### config.mk
export PLATFORM = sky130hd
export DESIGN_NAME = riscv_du
export DESIGN_NICKNAME = d
export VERILOG_FILES = /design/src/logic/du_regs_pkg.sv /design/src/logic/du_cpu_pkg.sv /design/src/logic/du_host_port.sv /design/src/logic/du_bp_unit.sv /design/src/logic/du_trap_capture.sv /design/src/logic/du_status.sv /design/src/logic/riscv_du.sv
export SDC_FILE = /design/constraint.sdc
export NUM_CORES = 1
export LEC_CHECK = 0
export ABC_AREA = 1
export BUFFER_PORTS_ARGS = -buffer_cell sky130_fd_sc_hd__buf_2
export CAP_MARGIN = 20
export CORE_UTILIZATION = 45
export DETAILED_ROUTE_END_ITERATION = 6
export PLACE_DENSITY = 0.67
export SLEW_MARGIN = 20
export SYNTH_ARGS = -nofsm -noshare
export SYNTH_HDL_FRONTEND = slang
export SYNTH_SLANG_ARGS = --single-unit
### constraint.sdc
create_clock -name clk_i -period 3.4 [get_ports clk_i]
set_input_delay 0.51 -clock clk_i [delete_from_list [all_inputs] [get_ports clk_i]]
set_output_delay 0.51 -clock clk_i [all_outputs]
set_load 0.02 [all_outputs]
### src/logic/du_regs_pkg.sv
/*
  Register map of the debug unit as seen from the host port.
  All registers sit in one internal bank, one word per address.
  Breakpoint registers come in CTRL/DATA pairs from 0x10 upwards.
*/
package du_regs_pkg;

  localparam int DBG_ADDR_SIZE   = 8;
  localparam int MAX_BREAKPOINTS = 8;

  //////////////////////////////
  // Register addresses
  //////////////////////////////
  typedef enum logic [DBG_ADDR_SIZE-1:0] {
    DBG_CTRL    = 8'h00,
    DBG_HIT     = 8'h01,
    DBG_IE      = 8'h02,
    DBG_CAUSE   = 8'h03,
    DBG_BPCTRL0 = 8'h10,
    DBG_BPDATA0 = 8'h11,
    DBG_BPCTRL1 = 8'h12,
    DBG_BPDATA1 = 8'h13,
    DBG_BPCTRL2 = 8'h14,
    DBG_BPDATA2 = 8'h15,
    DBG_BPCTRL3 = 8'h16,
    DBG_BPDATA3 = 8'h17,
    DBG_BPCTRL4 = 8'h18,
    DBG_BPDATA4 = 8'h19,
    DBG_BPCTRL5 = 8'h1a,
    DBG_BPDATA5 = 8'h1b,
    DBG_BPCTRL6 = 8'h1c,
    DBG_BPDATA6 = 8'h1d,
    DBG_BPCTRL7 = 8'h1e,
    DBG_BPDATA7 = 8'h1f
  } du_reg_e;

  // HIT holds step at bit 0 and branch at bit 1
  localparam int HIT_BP_LSB = 4;

  // BPCTRL bit 0 is the read-only implemented flag
  localparam int BPCTRL_ENA_BIT = 1;
  localparam int BPCTRL_CC_LSB  = 4;

endpackage

### src/logic/du_cpu_pkg.sv
/*
  Core-side encodings used by the debug unit.
  Only the major opcodes the breakpoint logic looks at are listed.
  Exception vector: traps in the low half, interrupts in the high half.
*/
package du_cpu_pkg;

  //////////////////////////////
  // Major opcodes, bits 6:0
  //////////////////////////////
  typedef enum logic [6:0] {
    OPC_LOAD   = 7'b00_000_11,
    OPC_STORE  = 7'b01_000_11,
    OPC_BRANCH = 7'b11_000_11
  } opcode_e;

  //////////////////////////////
  // Breakpoint conditions
  //////////////////////////////
  typedef enum logic [2:0] {
    BP_CC_FETCH    = 3'd0,
    BP_CC_LD_ADR   = 3'd1,
    BP_CC_ST_ADR   = 3'd2,
    BP_CC_LDST_ADR = 3'd3
  } bp_cc_e;

  localparam int EXC_WIDTH = 32;

endpackage

### src/logic/du_host_port.sv
/*
  Host side of the debug port. Any strobe is an access.
  Host holds the strobe until ack and then drops it for a cycle or more.
  Ack needs three edges with ex_stall_i low after the strobe is seen.
*/
module du_host_port #(
  parameter int XLEN = 32
) (
  input  logic                                  clk_i,
  input  logic                                  rst_ni,
  input  logic                                  dbg_strb_i,
  input  logic                                  dbg_we_i,
  input  logic                                  dbg_stall_i,
  input  logic                                  ex_stall_i,
  input  logic [du_regs_pkg::DBG_ADDR_SIZE-1:0] dbg_addr_i,
  input  logic [XLEN-1:0]                       dbg_d_i,
  output logic                                  dbg_ack_o,
  output logic                                  du_stall_o,
  output logic                                  du_flush_o,
  output logic                                  du_latch_nxt_pc_o,
  output logic                                  reg_we_o,
  output du_regs_pkg::du_reg_e                  reg_addr_o,
  output logic [XLEN-1:0]                       reg_d_o
);
  import du_regs_pkg::*;

  logic       strb_dly;
  logic       stall_dly;
  logic       strb_first;
  logic [2:0] ack_chain;

  // First cycle of a strobe
  assign strb_first = dbg_strb_i & ~strb_dly;

  always_ff @(posedge clk_i or negedge rst_ni)
  begin
    if (!rst_ni)
    begin
      strb_dly  <= 1'b0;
      stall_dly <= 1'b0;
      reg_we_o  <= 1'b0;
    end
    else
    begin
      strb_dly  <= dbg_strb_i;
      stall_dly <= dbg_stall_i;
      reg_we_o  <= strb_first & dbg_we_i;
    end
  end

  // Address and data simply follow the port
  always_ff @(posedge clk_i)
  begin
    reg_addr_o <= du_reg_e'(dbg_addr_i);
    reg_d_o    <= dbg_d_i;
  end

  // Acknowledge shifts down from bit 2, frozen by ex_stall_i
  always_ff @(posedge clk_i or negedge rst_ni)
  begin
    if (!rst_ni)
      ack_chain <= 3'b000;
    else if (!ex_stall_i)
      ack_chain <= {3{dbg_strb_i & ~dbg_ack_o}} & {1'b1, ack_chain[2:1]};
  end

  assign dbg_ack_o = ack_chain[0];

  //////////////////////////////
  // Core stall sequencing
  //////////////////////////////
  assign du_stall_o        = dbg_stall_i;
  assign du_latch_nxt_pc_o = dbg_stall_i & ~stall_dly;  // entering debug
  assign du_flush_o        = ~dbg_stall_i & stall_dly;  // leaving debug

endmodule

### src/logic/du_bp_unit.sv
/*
  Address breakpoints, BREAKPOINTS of them (1 to MAX_BREAKPOINTS).
  Hits are combinational, the sticky flags live in the status block.
  Unimplemented breakpoint addresses read back as 0.
*/
module du_bp_unit #(
  parameter int XLEN        = 32,
  parameter int BREAKPOINTS = 3
) (
  input  logic                 clk_i,
  input  logic                 rst_ni,
  input  logic                 reg_we_i,
  input  du_regs_pkg::du_reg_e reg_addr_i,
  input  logic [XLEN-1:0]      reg_d_i,
  input  logic [XLEN-1:0]      pd_pc_i,
  input  logic [XLEN-1:0]      mem_memadr_i,
  input  du_cpu_pkg::opcode_e  mem_opcode_i,
  input  logic                 mem_bubble_i,
  input  logic                 mem_exc_any_i,
  input  logic                 dmem_ack_i,
  input  logic                 bu_flush_i,
  input  logic                 st_flush_i,
  output logic [BREAKPOINTS-1:0] bp_hit_o,
  output logic [XLEN-1:0]      bp_rdata_o
);
  import du_regs_pkg::*;
  import du_cpu_pkg::*;

  logic                   mem_read;
  logic                   mem_write;
  logic [BREAKPOINTS-1:0] sel_ctrl;
  logic [BREAKPOINTS-1:0] sel_data;
  logic                   bp_ena  [BREAKPOINTS];
  bp_cc_e                 bp_cc   [BREAKPOINTS];
  logic [XLEN-1:0]        bp_data [BREAKPOINTS];

  // Valid memory access in the MEM stage
  assign mem_read  = ~mem_exc_any_i & ~mem_bubble_i & (mem_opcode_i == OPC_LOAD);
  assign mem_write = ~mem_exc_any_i & ~mem_bubble_i & (mem_opcode_i == OPC_STORE);

  //////////////////////////////
  // Decode and comparators
  //////////////////////////////
  for (genvar n = 0; n < BREAKPOINTS; n++)
  begin : g_bp
    localparam logic [DBG_ADDR_SIZE-1:0] CTRL_ADR = DBG_ADDR_SIZE'(DBG_BPCTRL0 + 2 * n);
    localparam logic [DBG_ADDR_SIZE-1:0] DATA_ADR = DBG_ADDR_SIZE'(DBG_BPDATA0 + 2 * n);

    logic adr_eq;
    logic hit;

    assign sel_ctrl[n] = (reg_addr_i == CTRL_ADR);
    assign sel_data[n] = (reg_addr_i == DATA_ADR);
    assign adr_eq      = (mem_memadr_i == bp_data[n]) & dmem_ack_i;

    always_comb
    begin
      hit = 1'b0;
      if (bp_ena[n])
        case (bp_cc[n])
          BP_CC_FETCH    : hit = (pd_pc_i == bp_data[n]) & ~bu_flush_i & ~st_flush_i;
          BP_CC_LD_ADR   : hit = adr_eq & mem_read;
          BP_CC_ST_ADR   : hit = adr_eq & mem_write;
          BP_CC_LDST_ADR : hit = adr_eq & (mem_read | mem_write);
          default        : hit = 1'b0;
        endcase
    end

    assign bp_hit_o[n] = hit;
  end

  // Host writes to BPCTRLn / BPDATAn
  always_ff @(posedge clk_i or negedge rst_ni)
  begin
    if (!rst_ni)
    begin
      for (int n = 0; n < BREAKPOINTS; n++)
      begin
        bp_ena[n]  <= 1'b0;
        bp_cc[n]   <= BP_CC_FETCH;
        bp_data[n] <= '0;
      end
    end
    else if (reg_we_i)
    begin
      for (int n = 0; n < BREAKPOINTS; n++)
      begin
        if (sel_ctrl[n])
        begin
          bp_ena[n] <= reg_d_i[BPCTRL_ENA_BIT];
          bp_cc[n]  <= bp_cc_e'(reg_d_i[BPCTRL_CC_LSB +: 3]);
        end
        if (sel_data[n])
          bp_data[n] <= reg_d_i;
      end
    end
  end

  // Read-back, zero when no breakpoint address matches
  always_comb
  begin
    bp_rdata_o = '0;
    for (int n = 0; n < BREAKPOINTS; n++)
    begin
      if (sel_ctrl[n])
      begin
        bp_rdata_o[0]                  = 1'b1;
        bp_rdata_o[BPCTRL_ENA_BIT]     = bp_ena[n];
        bp_rdata_o[BPCTRL_CC_LSB +: 3] = bp_cc[n];
      end
      if (sel_data[n])
        bp_rdata_o = bp_data[n];
    end
  end

endmodule

### src/logic/du_trap_capture.sv
/*
  CAUSE register. A host write beats everything else.
  Lowest set trap bit wins, interrupts only count with no trap pending.
  Interrupt causes carry the top bit set.
*/
module du_trap_capture #(
  parameter int XLEN = 32
) (
  input  logic                             clk_i,
  input  logic                             rst_ni,
  input  logic                             reg_we_i,
  input  du_regs_pkg::du_reg_e             reg_addr_i,
  input  logic [XLEN-1:0]                  reg_d_i,
  input  logic                             du_flush_i,
  input  logic [du_cpu_pkg::EXC_WIDTH-1:0] du_exceptions_i,
  output logic [XLEN-1:0]                  cause_o
);
  import du_regs_pkg::*;
  import du_cpu_pkg::*;

  localparam int HALF  = EXC_WIDTH / 2;
  localparam int IDX_W = $clog2(HALF);
  localparam logic [XLEN-1:0] IRQ_FLAG = {1'b1, {(XLEN - 1){1'b0}}};

  logic [HALF-1:0]  traps;
  logic [HALF-1:0]  irqs;
  logic [IDX_W-1:0] trap_idx;
  logic [IDX_W-1:0] irq_idx;

  // Index of the lowest set bit, 0 when none
  function automatic logic [IDX_W-1:0] lowest_set(input logic [HALF-1:0] vec);
    logic [IDX_W-1:0] idx;
    idx = '0;
    for (int i = HALF - 1; i >= 0; i--)
      if (vec[i])
        idx = IDX_W'(i);
    return idx;
  endfunction

  assign traps    = du_exceptions_i[HALF-1:0];
  assign irqs     = du_exceptions_i[EXC_WIDTH-1:HALF];
  assign trap_idx = lowest_set(traps);
  assign irq_idx  = lowest_set(irqs);

  always_ff @(posedge clk_i or negedge rst_ni)
  begin
    if (!rst_ni)
      cause_o <= '0;
    else if (reg_we_i && reg_addr_i == DBG_CAUSE)
      cause_o <= reg_d_i;
    else if (du_flush_i && !(|du_exceptions_i))
      cause_o <= '0;
    else if (|traps)
      cause_o <= XLEN'(trap_idx);
    else if (|irqs)
      cause_o <= IRQ_FLAG | XLEN'(irq_idx);
  end

endmodule

### src/logic/du_status.sv
/*
  CTRL, HIT and IE registers, breakpoint output and read-back.
  Needs XLEN of 32 or more. HIT flags stay set until the host writes HIT.
  dbg_q_o carries the register last addressed, one cycle later.
*/
module du_status #(
  parameter int XLEN        = 32,
  parameter int BREAKPOINTS = 3
) (
  input  logic                             clk_i,
  input  logic                             rst_ni,
  input  logic                             reg_we_i,
  input  du_regs_pkg::du_reg_e             reg_addr_i,
  input  logic [XLEN-1:0]                  reg_d_i,
  input  logic                             if_nxt_bubble_i,
  input  logic                             if_bubble_i,
  input  du_cpu_pkg::opcode_e              if_opcode_i,
  input  logic [BREAKPOINTS-1:0]           bp_hit_i,
  input  logic [XLEN-1:0]                  bp_rdata_i,
  input  logic [XLEN-1:0]                  cause_i,
  input  logic [du_cpu_pkg::EXC_WIDTH-1:0] du_exceptions_i,
  input  logic                             dbg_stall_i,
  input  logic                             du_flush_i,
  input  logic                             st_flush_i,
  input  logic                             ex_stall_i,
  output logic [XLEN-1:0]                  dbg_q_o,
  output logic                             dbg_bp_o,
  output logic                             du_stall_if_o,
  output logic [31:0]                      du_ie_o
);
  import du_regs_pkg::*;
  import du_cpu_pkg::*;

  logic [1:0]             ctrl;
  logic                   step_flag;
  logic                   branch_flag;
  logic [BREAKPOINTS-1:0] bp_flag;
  logic                   step_hit;
  logic                   branch_hit;
  logic                   any_flag;
  logic [XLEN-1:0]        hit_word;
  logic [XLEN-1:0]        rdata;

  // Bit 0 single step, bit 1 branch break
  assign step_hit   = ctrl[0] & ~if_nxt_bubble_i;
  assign branch_hit = ctrl[1] & ~if_bubble_i & (if_opcode_i == OPC_BRANCH);
  assign any_flag   = step_flag | branch_flag | (|bp_flag);

  //////////////////////////////
  // Host registers
  //////////////////////////////
  always_ff @(posedge clk_i or negedge rst_ni)
  begin
    if (!rst_ni)
    begin
      ctrl    <= 2'b00;
      du_ie_o <= '0;
    end
    else if (reg_we_i)
    begin
      if (reg_addr_i == DBG_CTRL)
        ctrl <= reg_d_i[1:0];
      if (reg_addr_i == DBG_IE)
        du_ie_o <= reg_d_i[31:0];
    end
  end

  // Sticky hits, a host write replaces them
  always_ff @(posedge clk_i or negedge rst_ni)
  begin
    if (!rst_ni)
    begin
      step_flag   <= 1'b0;
      branch_flag <= 1'b0;
      bp_flag     <= '0;
    end
    else if (reg_we_i && reg_addr_i == DBG_HIT)
    begin
      step_flag   <= reg_d_i[0];
      branch_flag <= reg_d_i[1];
      bp_flag     <= reg_d_i[HIT_BP_LSB +: BREAKPOINTS];
    end
    else
    begin
      step_flag   <= step_flag | step_hit;
      branch_flag <= branch_flag | branch_hit;
      bp_flag     <= bp_flag | bp_hit_i;
    end
  end

  //////////////////////////////
  // Core and host outputs
  //////////////////////////////
  assign du_stall_if_o = dbg_stall_i | any_flag;

  always_ff @(posedge clk_i or negedge rst_ni)
  begin
    if (!rst_ni)
      dbg_bp_o <= 1'b0;
    else
      dbg_bp_o <= ~ex_stall_i & ~du_flush_i & ~st_flush_i & ((|du_exceptions_i) | any_flag);
  end

  always_comb
  begin
    hit_word                            = '0;
    hit_word[0]                         = step_flag;
    hit_word[1]                         = branch_flag;
    hit_word[HIT_BP_LSB +: BREAKPOINTS] = bp_flag;
  end

  // Anything else comes from the breakpoint block, 0 if undefined
  always_comb
  begin
    case (reg_addr_i)
      DBG_CTRL  : rdata = XLEN'(ctrl);
      DBG_HIT   : rdata = hit_word;
      DBG_IE    : rdata = XLEN'(du_ie_o);
      DBG_CAUSE : rdata = cause_i;
      default   : rdata = bp_rdata_i;
    endcase
  end

  always_ff @(posedge clk_i)
    dbg_q_o <= rdata;

endmodule

### src/logic/riscv_du.sv
/*
  Debug unit for a small RISC-V core, reached through a strobe port.
  BREAKPOINTS ranges from 1 to 8, XLEN must be 32 or more.
  Only the internal register bank is reachable from the host.
*/
module riscv_du #(
  parameter int XLEN        = 32,
  parameter int BREAKPOINTS = 3
) (
  input  logic                                  clk_i,
  input  logic                                  rst_ni,

  // Host debug port
  input  logic                                  dbg_stall_i,
  input  logic                                  dbg_strb_i,
  input  logic                                  dbg_we_i,
  input  logic [du_regs_pkg::DBG_ADDR_SIZE-1:0] dbg_addr_i,
  input  logic [XLEN-1:0]                       dbg_d_i,
  output logic [XLEN-1:0]                       dbg_q_o,
  output logic                                  dbg_ack_o,
  output logic                                  dbg_bp_o,

  // Core side
  output logic                                  du_stall_o,
  output logic                                  du_stall_if_o,
  output logic                                  du_latch_nxt_pc_o,
  output logic                                  du_flush_o,
  output logic [31:0]                           du_ie_o,
  input  logic [XLEN-1:0]                       pd_pc_i,
  input  logic                                  if_nxt_bubble_i,
  input  logic                                  if_bubble_i,
  input  du_cpu_pkg::opcode_e                   if_opcode_i,
  input  logic                                  bu_flush_i,
  input  logic                                  st_flush_i,
  input  logic [XLEN-1:0]                       mem_memadr_i,
  input  du_cpu_pkg::opcode_e                   mem_opcode_i,
  input  logic                                  mem_bubble_i,
  input  logic                                  mem_exc_any_i,
  input  logic                                  dmem_ack_i,
  input  logic                                  ex_stall_i,
  input  logic [du_cpu_pkg::EXC_WIDTH-1:0]      du_exceptions_i
);
  import du_regs_pkg::*;

  logic                   reg_we;
  du_reg_e                reg_addr;
  logic [XLEN-1:0]        reg_d;
  logic [BREAKPOINTS-1:0] bp_hit;
  logic [XLEN-1:0]        bp_rdata;
  logic [XLEN-1:0]        cause;

  du_host_port #(.XLEN(XLEN)) u_host_port (
    .clk_i, .rst_ni, .dbg_strb_i, .dbg_we_i, .dbg_stall_i, .ex_stall_i,
    .dbg_addr_i, .dbg_d_i, .dbg_ack_o, .du_stall_o, .du_flush_o, .du_latch_nxt_pc_o,
    .reg_we_o   (reg_we),
    .reg_addr_o (reg_addr),
    .reg_d_o    (reg_d)
  );

  du_bp_unit #(.XLEN(XLEN), .BREAKPOINTS(BREAKPOINTS)) u_bp_unit (
    .clk_i, .rst_ni, .pd_pc_i, .mem_memadr_i, .mem_opcode_i, .mem_bubble_i,
    .mem_exc_any_i, .dmem_ack_i, .bu_flush_i, .st_flush_i,
    .reg_we_i   (reg_we),
    .reg_addr_i (reg_addr),
    .reg_d_i    (reg_d),
    .bp_hit_o   (bp_hit),
    .bp_rdata_o (bp_rdata)
  );

  du_trap_capture #(.XLEN(XLEN)) u_trap_capture (
    .clk_i, .rst_ni, .du_exceptions_i,
    .reg_we_i   (reg_we),
    .reg_addr_i (reg_addr),
    .reg_d_i    (reg_d),
    .du_flush_i (du_flush_o),
    .cause_o    (cause)
  );

  du_status #(.XLEN(XLEN), .BREAKPOINTS(BREAKPOINTS)) u_status (
    .clk_i, .rst_ni, .if_nxt_bubble_i, .if_bubble_i, .if_opcode_i, .du_exceptions_i,
    .dbg_stall_i, .st_flush_i, .ex_stall_i, .dbg_q_o, .dbg_bp_o, .du_stall_if_o, .du_ie_o,
    .reg_we_i   (reg_we),
    .reg_addr_i (reg_addr),
    .reg_d_i    (reg_d),
    .bp_hit_i   (bp_hit),
    .bp_rdata_i (bp_rdata),
    .cause_i    (cause),
    .du_flush_i (du_flush_o)
  );

endmodule

==> results.ini, run 1 <==
[global_route]
grt_antenna_before_repair = 4
overflow = 0
grt_max_degree = 79
grt.total_usage_pct = 28.6
grt_pass1_vias = 11200
grt_pass1_wl_mm = 62.3

[yosys]
ys_ff_latch = 258
yosys-top-cells-area = dfrtp_1, dfxtp_1, nand2_1
syn_area_per_cell_um2 = 8.23
yosysMostFrequentCell = nand2_1
synthArstFlopShare_pct = 72.1
synth.top_cell.area_share_pct = 37.3
syn_inst = 1515
synth_nets = 1678
ys_types = 47
synth_top_cell_by_area = dfrtp_1
synth_warnings = 0
synthTopCellsByCount = nand2_1, dfrtp_1, inv_1, o21ai_0, nor2_1
ys.flop_type = dfrtp_1
ys_seq_area_share_pct = 48.9
syn_area_mm2 = 0.0125
synth_edf_count = 0

[route]
wl_per_cell_um = 18.8
vias = 11500
drc_errors = 0
antenna_left = 0
dr.pass1.iters = 5
drt-initial-drc-count = 939
wirelength_mm = 40.3
via_per_inst = 5.37

[place]
finalWeightedCongestion = 0.937
dp.final_hpwl_mm = 29.8
detailedPlace.worstSlack_ns = 0.903
port_buffers = 232

[sta]
finalHoldViolCount = 0
slew_violations = 0
holdWs_ns = 0.0508
layout_setup_ws_ns = 0.847
setup_viol = 0
fin_crit_ns = 2.55
max_freq_mhz = 392
tightestPinTransition_ns = 0.861
timing.final.crit_share_pct = 75.1
max-slew-margin-rel_pct = 42.4
grt_setup_unrepaired = false
finalClockSkew_ns = 0.0105
fin_setup_tns_ns = 0

[setup_path]
cp-end-kind = flop
worstPathArrival_ns = 2.98
cp_slowest_cell = nor2_8
cpPeakStageDelay_ns = 0.37
crit_path_max_fanout = 18
cpLargestDelayFamily = simple AND/OR/NAND/NOR gates
path_cells = nor2_2, inv_2, nor3_2, inv_2, nor2_8, inv_4, nor2_8, nor2_1, nand2_4, inv_4, nand2_1, o21ai_1, inv_1, o31ai_1
start_kind = flop
required_ns = 3.83
critPathKind = flop to flop
crit_buf_inv = 5

[final_layout]
fill_cells = 2528
nets = 1913
drive_gt1_share_pct = 19.0
syn_to_final_growth_pct = 20.6

[floorplanning]
die-area_mm2 = 0.0284
die_h_um = 168
core_mm2 = 0.0271
die_width_um = 168
ios = 233
start_util_pct = 46.0
row_count = 60

[clock_network]
cts-root-buf = clkbuf_16
cts_tree = built
cts.clk_slew.worst_paths_ns = 0.06
ctsHtreeMaxLevel = 1
post-cts-setup-buffers = 0
clock_latency_ns = 0.56
cts_buffer_depth = 3
cts_inserted_buffers = 29
cts_sinks = 258

[pwr]
p_per_area_mw_per_mm2 = 457
leakage_nw = 7.18
peakVddDrop_mv = 0.314
totalPowerFinal_w = 0.00687

[job]
cap_violations = 0

[hold_path]
min_path_type = input pin to flop

[outcome]
status = completed

-- state kept, by name, summed over array words and instances, names as in the netlist, 2 cells and up --
signal	count
u_bp_unit.bp_data	96
u_host_port.reg_d_o	32
u_status.dbg_q_o	32
u_status.du_ie_o	32
u_trap_capture.cause_o	32
u_bp_unit.bp_cc	9
u_host_port.reg_addr_o	8
u_bp_unit.bp_ena	3
u_host_port.ack_chain	3
u_status.bp_flag	3
u_status.ctrl	2
-- final cells by class --
class | instances | area (µm²) | share of cell area (%)
Sequential cell | 258 | 6100 | 40.5
Tap cell | 372 | 465 | 3.09
Clock inverter | 13 | 158 | 1.05
Inverter | 185 | 699 | 4.65
Antenna cell | 3 | 7.51 | 0.0499
Timing Repair Buffer | 247 | 1310 | 8.69
Multi-Input combinational cell | 1029 | 5490 | 36.5
Clock buffer | 41 | 821 | 5.46
-- kinds of logic (layout without fill, tap and decap cells) --
| family | count (synthesis) | count (layout) | share of synthesized area [%] |
|---|---|---|---|
| AOI/OAI and AO/OA | 312 | 312 | 14.5 |
| DFF | 258 | 258 | 48.9 |
| and+or+nand+nor | 590 | 590 | 20.6 |
| other | 0 | 3 | 0 |
| buffers and inverters | 228 | 486 | 7.14 |
| xor gates and xnor gates | 127 | 127 | 8.92 |
-- worst paths after layout --
kind	from	slack [ns]	cells after the start	to
worst max-delay path	u_host_port.reg_addr_o[3]$_DFF_P_	0.85	14	u_trap_capture.cause_o[1]$_DFFE_PN0P_
worst min-delay path	dbg_d_i[12]	0.05	1	u_host_port.reg_d_o[12]$_DFF_P_
worst max register to register	u_host_port.reg_addr_o[3]$_DFF_P_	0.85	14	u_trap_capture.cause_o[1]$_DFFE_PN0P_
worst min register to register	u_host_port.strb_dly$_DFF_PN0_	0.39	1	u_host_port.reg_we_o$_DFF_PN0_
max in group asynchronous	rst_ni	1.86	3	u_host_port.ack_chain[0]$_DFFE_PN0N_
min in group asynchronous	rst_ni	0.54	2	u_bp_unit.bp_data[78]$_DFFE_PN0P_
-- power breakdown --
| part | internal [W] | switching (W) |
|---|---|---|
| Clock | 0.00191 | 0.00128 |
| Combinational | 0.000192 | 0.000318 |
| Sequential | 0.00312 | 0.0000478 |
| Total | 0.00522 | 0.00165 |
-- through the flow --
stage          std cells  area, µm²  utilization, %
3_5_place_dp        2090      14000            51.8
6_report            2148      15000            55.5
4_1_cts             2145      15000            55.5
2_1_floorplan       1515      12500               -
3_3_place_gp        2090      14000            51.8
5_1_grt             2146      15000            55.5
-- timing repair --
action	in CTS	in global routing
gates resized for setup	0	0
hold buffers	1	0
endpoints found under the hold margin	4	0
setup endpoints to repair	0	0
-- layout by cell type (no fill, tap or decap), types with 4 or more instances in the layout --
cell type | Yosys | final
dfrtp_1 | 186 | 186
o2111ai_1 | 6 | 6
nor2_1 | 87 | 87
nor3_1 | 20 | 20
o21ai_2 | 5 | 5
a31oi_1 | 4 | 4
xnor2_1 | 57 | 57
clkinvlp_4 | 0 | 4
xor2_1 | 70 | 70
clkbuf_16 | 0 | 29
nand3_1 | 46 | 46
or2_2 | 21 | 21
dfxtp_1 | 72 | 72
clkinv_2 | 0 | 4
clkbuf_1 | 30 | 7
o21ai_0 | 176 | 176
buf_2 | 9 | 231
nand3b_1 | 4 | 4
a221oi_1 | 17 | 17
a21oi_1 | 33 | 33
inv_1 | 179 | 179
o211ai_1 | 15 | 15
nand4_1 | 27 | 27
clkbuf_8 | 0 | 5
o22ai_1 | 41 | 41
nor4_1 | 19 | 19
buf_4 | 1 | 12
nand2_1 | 354 | 353
-- per-layer routing --
layer / track usage [%] / wire [µm] / up-vias
li1: - / - / 5462
met1: 37.8 / 17100 / 5525
met5: 0 / 8 / -
met2: 46.8 / 18700 / 458
met4: 11.0 / 1370 / 2
met3: 4.93 / 3150 / 82
No activity file was read; power rests on OpenSTA's default activity.
==> inputs of run 2 (changes only) <==
ABC_AREA = 0   (was 1)
PLACE_DENSITY = 0.69   (was 0.67)
clock period = 2.1 ns   (was 3.4 ns; I/O delays follow)
==> run 2 against run 1 <==
The run now ends with setup timing left. Area after synthesis down 0.81%. Die area shrank 0.80%. Global-route usage is 1.5 points higher. Sequential cell count did not move. Clock skew fell by 0.0016 ns. Maximum frequency up 13%. Final cell count shrank 17%. Synthesized cell count shrank 30%. Via count decreased by 11%. Final area increased by 11%. Sequential share of layout area decreased by 3.9 points. Setup slack lost 1.0 ns. Largest cell class is now multi-input combinational cells. Largest power group unchanged. Highest routed layer is now met4.
==> results.ini, run 2 <==
[outcome]
status = finished with violations  ; was completed
violations = setup timing

[final_layout]
nets = 1571  ; was 1913
layout_common_cells = buf_2, dfrtp_1, xor2_1, mux2_2, dfxtp_1  ; was nand2_1, buf_2, dfrtp_1, inv_1, o21ai_0
final_common_cell = buf_2  ; was nand2_1
syn_to_final_growth_pct = 34.6  ; was 20.6%
final_util_pct = 61.8  ; was 55.5%
largest_register_ffs = 96  ; unchanged
drive_gt1_share_pct = 41.3  ; was 19.0%
largest-register = u_bp_unit.bp_data  ; unchanged
final_cells = 1773  ; was 2148

[floorplanning]
die_width_um = 168  ; about the same
start_util_pct = 45.9  ; was 46.0%
die_h_um = 168  ; about the same
row_count = 60  ; unchanged
ios = 233  ; unchanged
core_mm2 = 0.0270  ; was 0.0271 mm²
die-area_mm2 = 0.0282  ; was 0.0284 mm²

[job]
cap_violations = 0  ; unchanged

[setup_path]
required_ns = 2.53  ; was 3.83 ns
critPathKind = flop to flop  ; unchanged
cp-end-kind = flop  ; unchanged
start_kind = flop  ; unchanged
worstPathArrival_ns = 2.69  ; was 2.98 ns
crit_path_max_fanout = 14  ; was 18

[sta]
timing.final.crit_share_pct = 108  ; was 75.1%
slew_violations = 0  ; unchanged
fin_setup_tns_ns = -14.68  ; was 0 ns
finalClockSkew_ns = 0.00885  ; was 0.0105 ns
max-slew-margin-rel_pct = 61.2  ; was 42.4%
setup_viol = 161  ; was 0
finalHoldViolCount = 0  ; unchanged
max_freq_mhz = 442  ; was 392 MHz
layout_setup_ws_ns = -0.160  ; was 0.847 ns
tightestPinTransition_ns = 0.577  ; was 0.861 ns
fin_crit_ns = 2.26  ; was 2.55 ns
grt_setup_unrepaired = true  ; was false
holdWs_ns = 0.0255  ; was 0.0508 ns

[yosys]
syn_area_per_cell_um2 = 11.6  ; was 8.23 µm²
synthTopCellsByCount = dfrtp_1, mux2_2, xor2_1, dfxtp_1, a21oi_1  ; was nand2_1, dfrtp_1, inv_1, o21ai_0, nor2_1
syn_area_mm2 = 0.0124  ; was 0.0125 mm²
yosys-top-cells-area = dfrtp_1, mux2_2, dfxtp_1  ; was dfrtp_1, dfxtp_1, nand2_1
ys_ff_latch = 258  ; unchanged
ys_types = 52  ; was 47
syn_inst = 1065  ; was 1515
ys_seq_area_share_pct = 49.3  ; was 48.9%
synth_nets = 1228  ; was 1678
yosysMostFrequentCell = dfrtp_1  ; was nand2_1
synth_edf_count = 0  ; unchanged
synth_top_cell_by_area = dfrtp_1  ; unchanged
synth_warnings = 0  ; unchanged
synth.top_cell.area_share_pct = 37.6  ; was 37.3%
synthArstFlopShare_pct = 72.1  ; unchanged
ys.flop_type = dfrtp_1  ; unchanged

[place]
finalWeightedCongestion = 1.02  ; was 0.937
port_buffers = 232  ; unchanged
detailedPlace.worstSlack_ns = -0.172  ; was 0.903 ns
dp_cells = 1650  ; was 2090
dp.final_hpwl_mm = 30.0  ; was 29.8 mm

[clock_network]
cts-root-buf = clkbuf_16  ; unchanged
cts_buffer_depth = 3  ; unchanged
ctsHtreeMaxLevel = 1  ; unchanged
cts.clk_slew.worst_paths_ns = 0.06  ; about the same
cts_sinks = 258  ; unchanged
cts_tree = built  ; unchanged
clock_latency_ns = 0.55  ; was 0.56 ns
cts_inserted_buffers = 28  ; was 29

[global_route]
grt_pass1_wl_mm = 63.2  ; was 62.3 mm
overflow = 0  ; unchanged
grt_pass1_vias = 10200  ; was 11200
grt_antenna_before_repair = 2  ; was 4
grt.total_usage_pct = 30.1  ; was 28.6%
grt_max_degree = 55  ; was 79

[route]
drc_errors = 0  ; unchanged
wl_per_cell_um = 24.5  ; was 18.8 µm
dr.pass1.iters = 5  ; unchanged
drt-initial-drc-count = 1000  ; was 939
vias = 10300  ; was 11500
via_per_inst = 5.82  ; was 5.37
antenna_left = 0  ; unchanged
wirelength_mm = 43.4  ; was 40.3 mm

[pwr]
p_per_area_mw_per_mm2 = 689  ; was 457 mW/mm²
leakage_nw = 8.07  ; was 7.18 nW
peakVddDrop_mv = 0.609  ; was 0.314 mV

[hold_path]
min_path_type = input pin to flop  ; unchanged

[run 2: critical path, stage by stage (launching register included)]
cell and delay [ns]:
dfxtp_2 0.32, or4_4 0.55, buf_6 0.14, nor3b_4 0.22, and3_4 0.26, buf_12 0.11
nand2_8 0.08, buf_12 0.17, mux2_2 0.28
[run 2: area by class of cell]
cell class | count | area (µm²)
Tap cell | 341 | 427
Timing Repair Buffer | 361 | 2730
Clock inverter | 16 | 199
Sequential cell | 258 | 6100
Clock buffer | 36 | 803
Multi-Input combinational cell | 751 | 6350
Antenna cell | 2 | 5.00
Inverter | 8 | 30.0
Fill cell | 2094 | 10300
[run 2: worst paths after layout]
check                                                     start                                   end  slack [ns]  depth (start not counted)
max in group asynchronous                                rst_ni       u_status.du_ie_o[1]$_DFFE_PN0P_        1.11                          3
min reg2reg                u_host_port.ack_chain[1]$_DFFE_PN0N_  u_host_port.ack_chain[1]$_DFFE_PN0N_        0.49                          2
min                                                  ex_stall_i           u_status.dbg_bp_o$_DFF_PN0_        0.03                          2
min in group asynchronous                                rst_ni       u_status.du_ie_o[7]$_DFFE_PN0P_        0.32                          2
max                           u_host_port.reg_addr_o[7]$_DFF_P_     u_bp_unit.bp_data[53]$_DFFE_PN0P_       -0.16                          8
max reg2reg                   u_host_port.reg_addr_o[7]$_DFF_P_     u_bp_unit.bp_data[53]$_DFFE_PN0P_       -0.16                          8
[run 2: kinds of logic (layout without fill, tap and decap cells)]
logic type,Yosys count,count (layout),share of synthesized area [%]
other,0,2,0
AO/OA/AOI/OAI,171,171,9.35
multiplexers,184,184,17.1
AND/OR/NAND/NOR,204,204,8.82
buffers and inverters,56,421,1.89
XOR/XNOR,192,192,13.6
flip-flops,258,258,49.3
[run 2: layer usage]
layer | global-route usage (%) | part of all wire [%] | routed length [µm] | vias up
li1 | - | - | - | 4585
met1 | 42.5 | 43 | 18600 | 5161
met2 | 47.5 | 46 | 20000 | 489
met3 | 5.99 | 8.5 | 3700 | 77
met4 | 7.58 | 2.4 | 1040 | 0
met5 | 0 | 0 | 0 | -
[run 2: per-stage QoR]
step                power (W)  area, µm²
floorplan             0.00559      12400
detailed placement    0.00616      14300
global placement      0.00616      14300
global route           0.0118      16600
finish                 0.0115      16600
CTS                    0.0115      16400
[run 2: timing repair]
item,in CTS,in global routing
hold endpoints to repair,91,0
buffers inserted,10,4
gates resized for setup,106,30
pin swaps,11,4
hold buffers,43,0
gates cloned,8,6
setup endpoints to repair,121,202
[run 2: report_power, final]
group | internal, W | switching [W] | leakage (nW)
Clock | 0.00320 | 0.00207 | 0.488
Sequential | 0.00505 | 0.000140 | 3.15
Combinational | 0.000439 | 0.000555 | 4.44
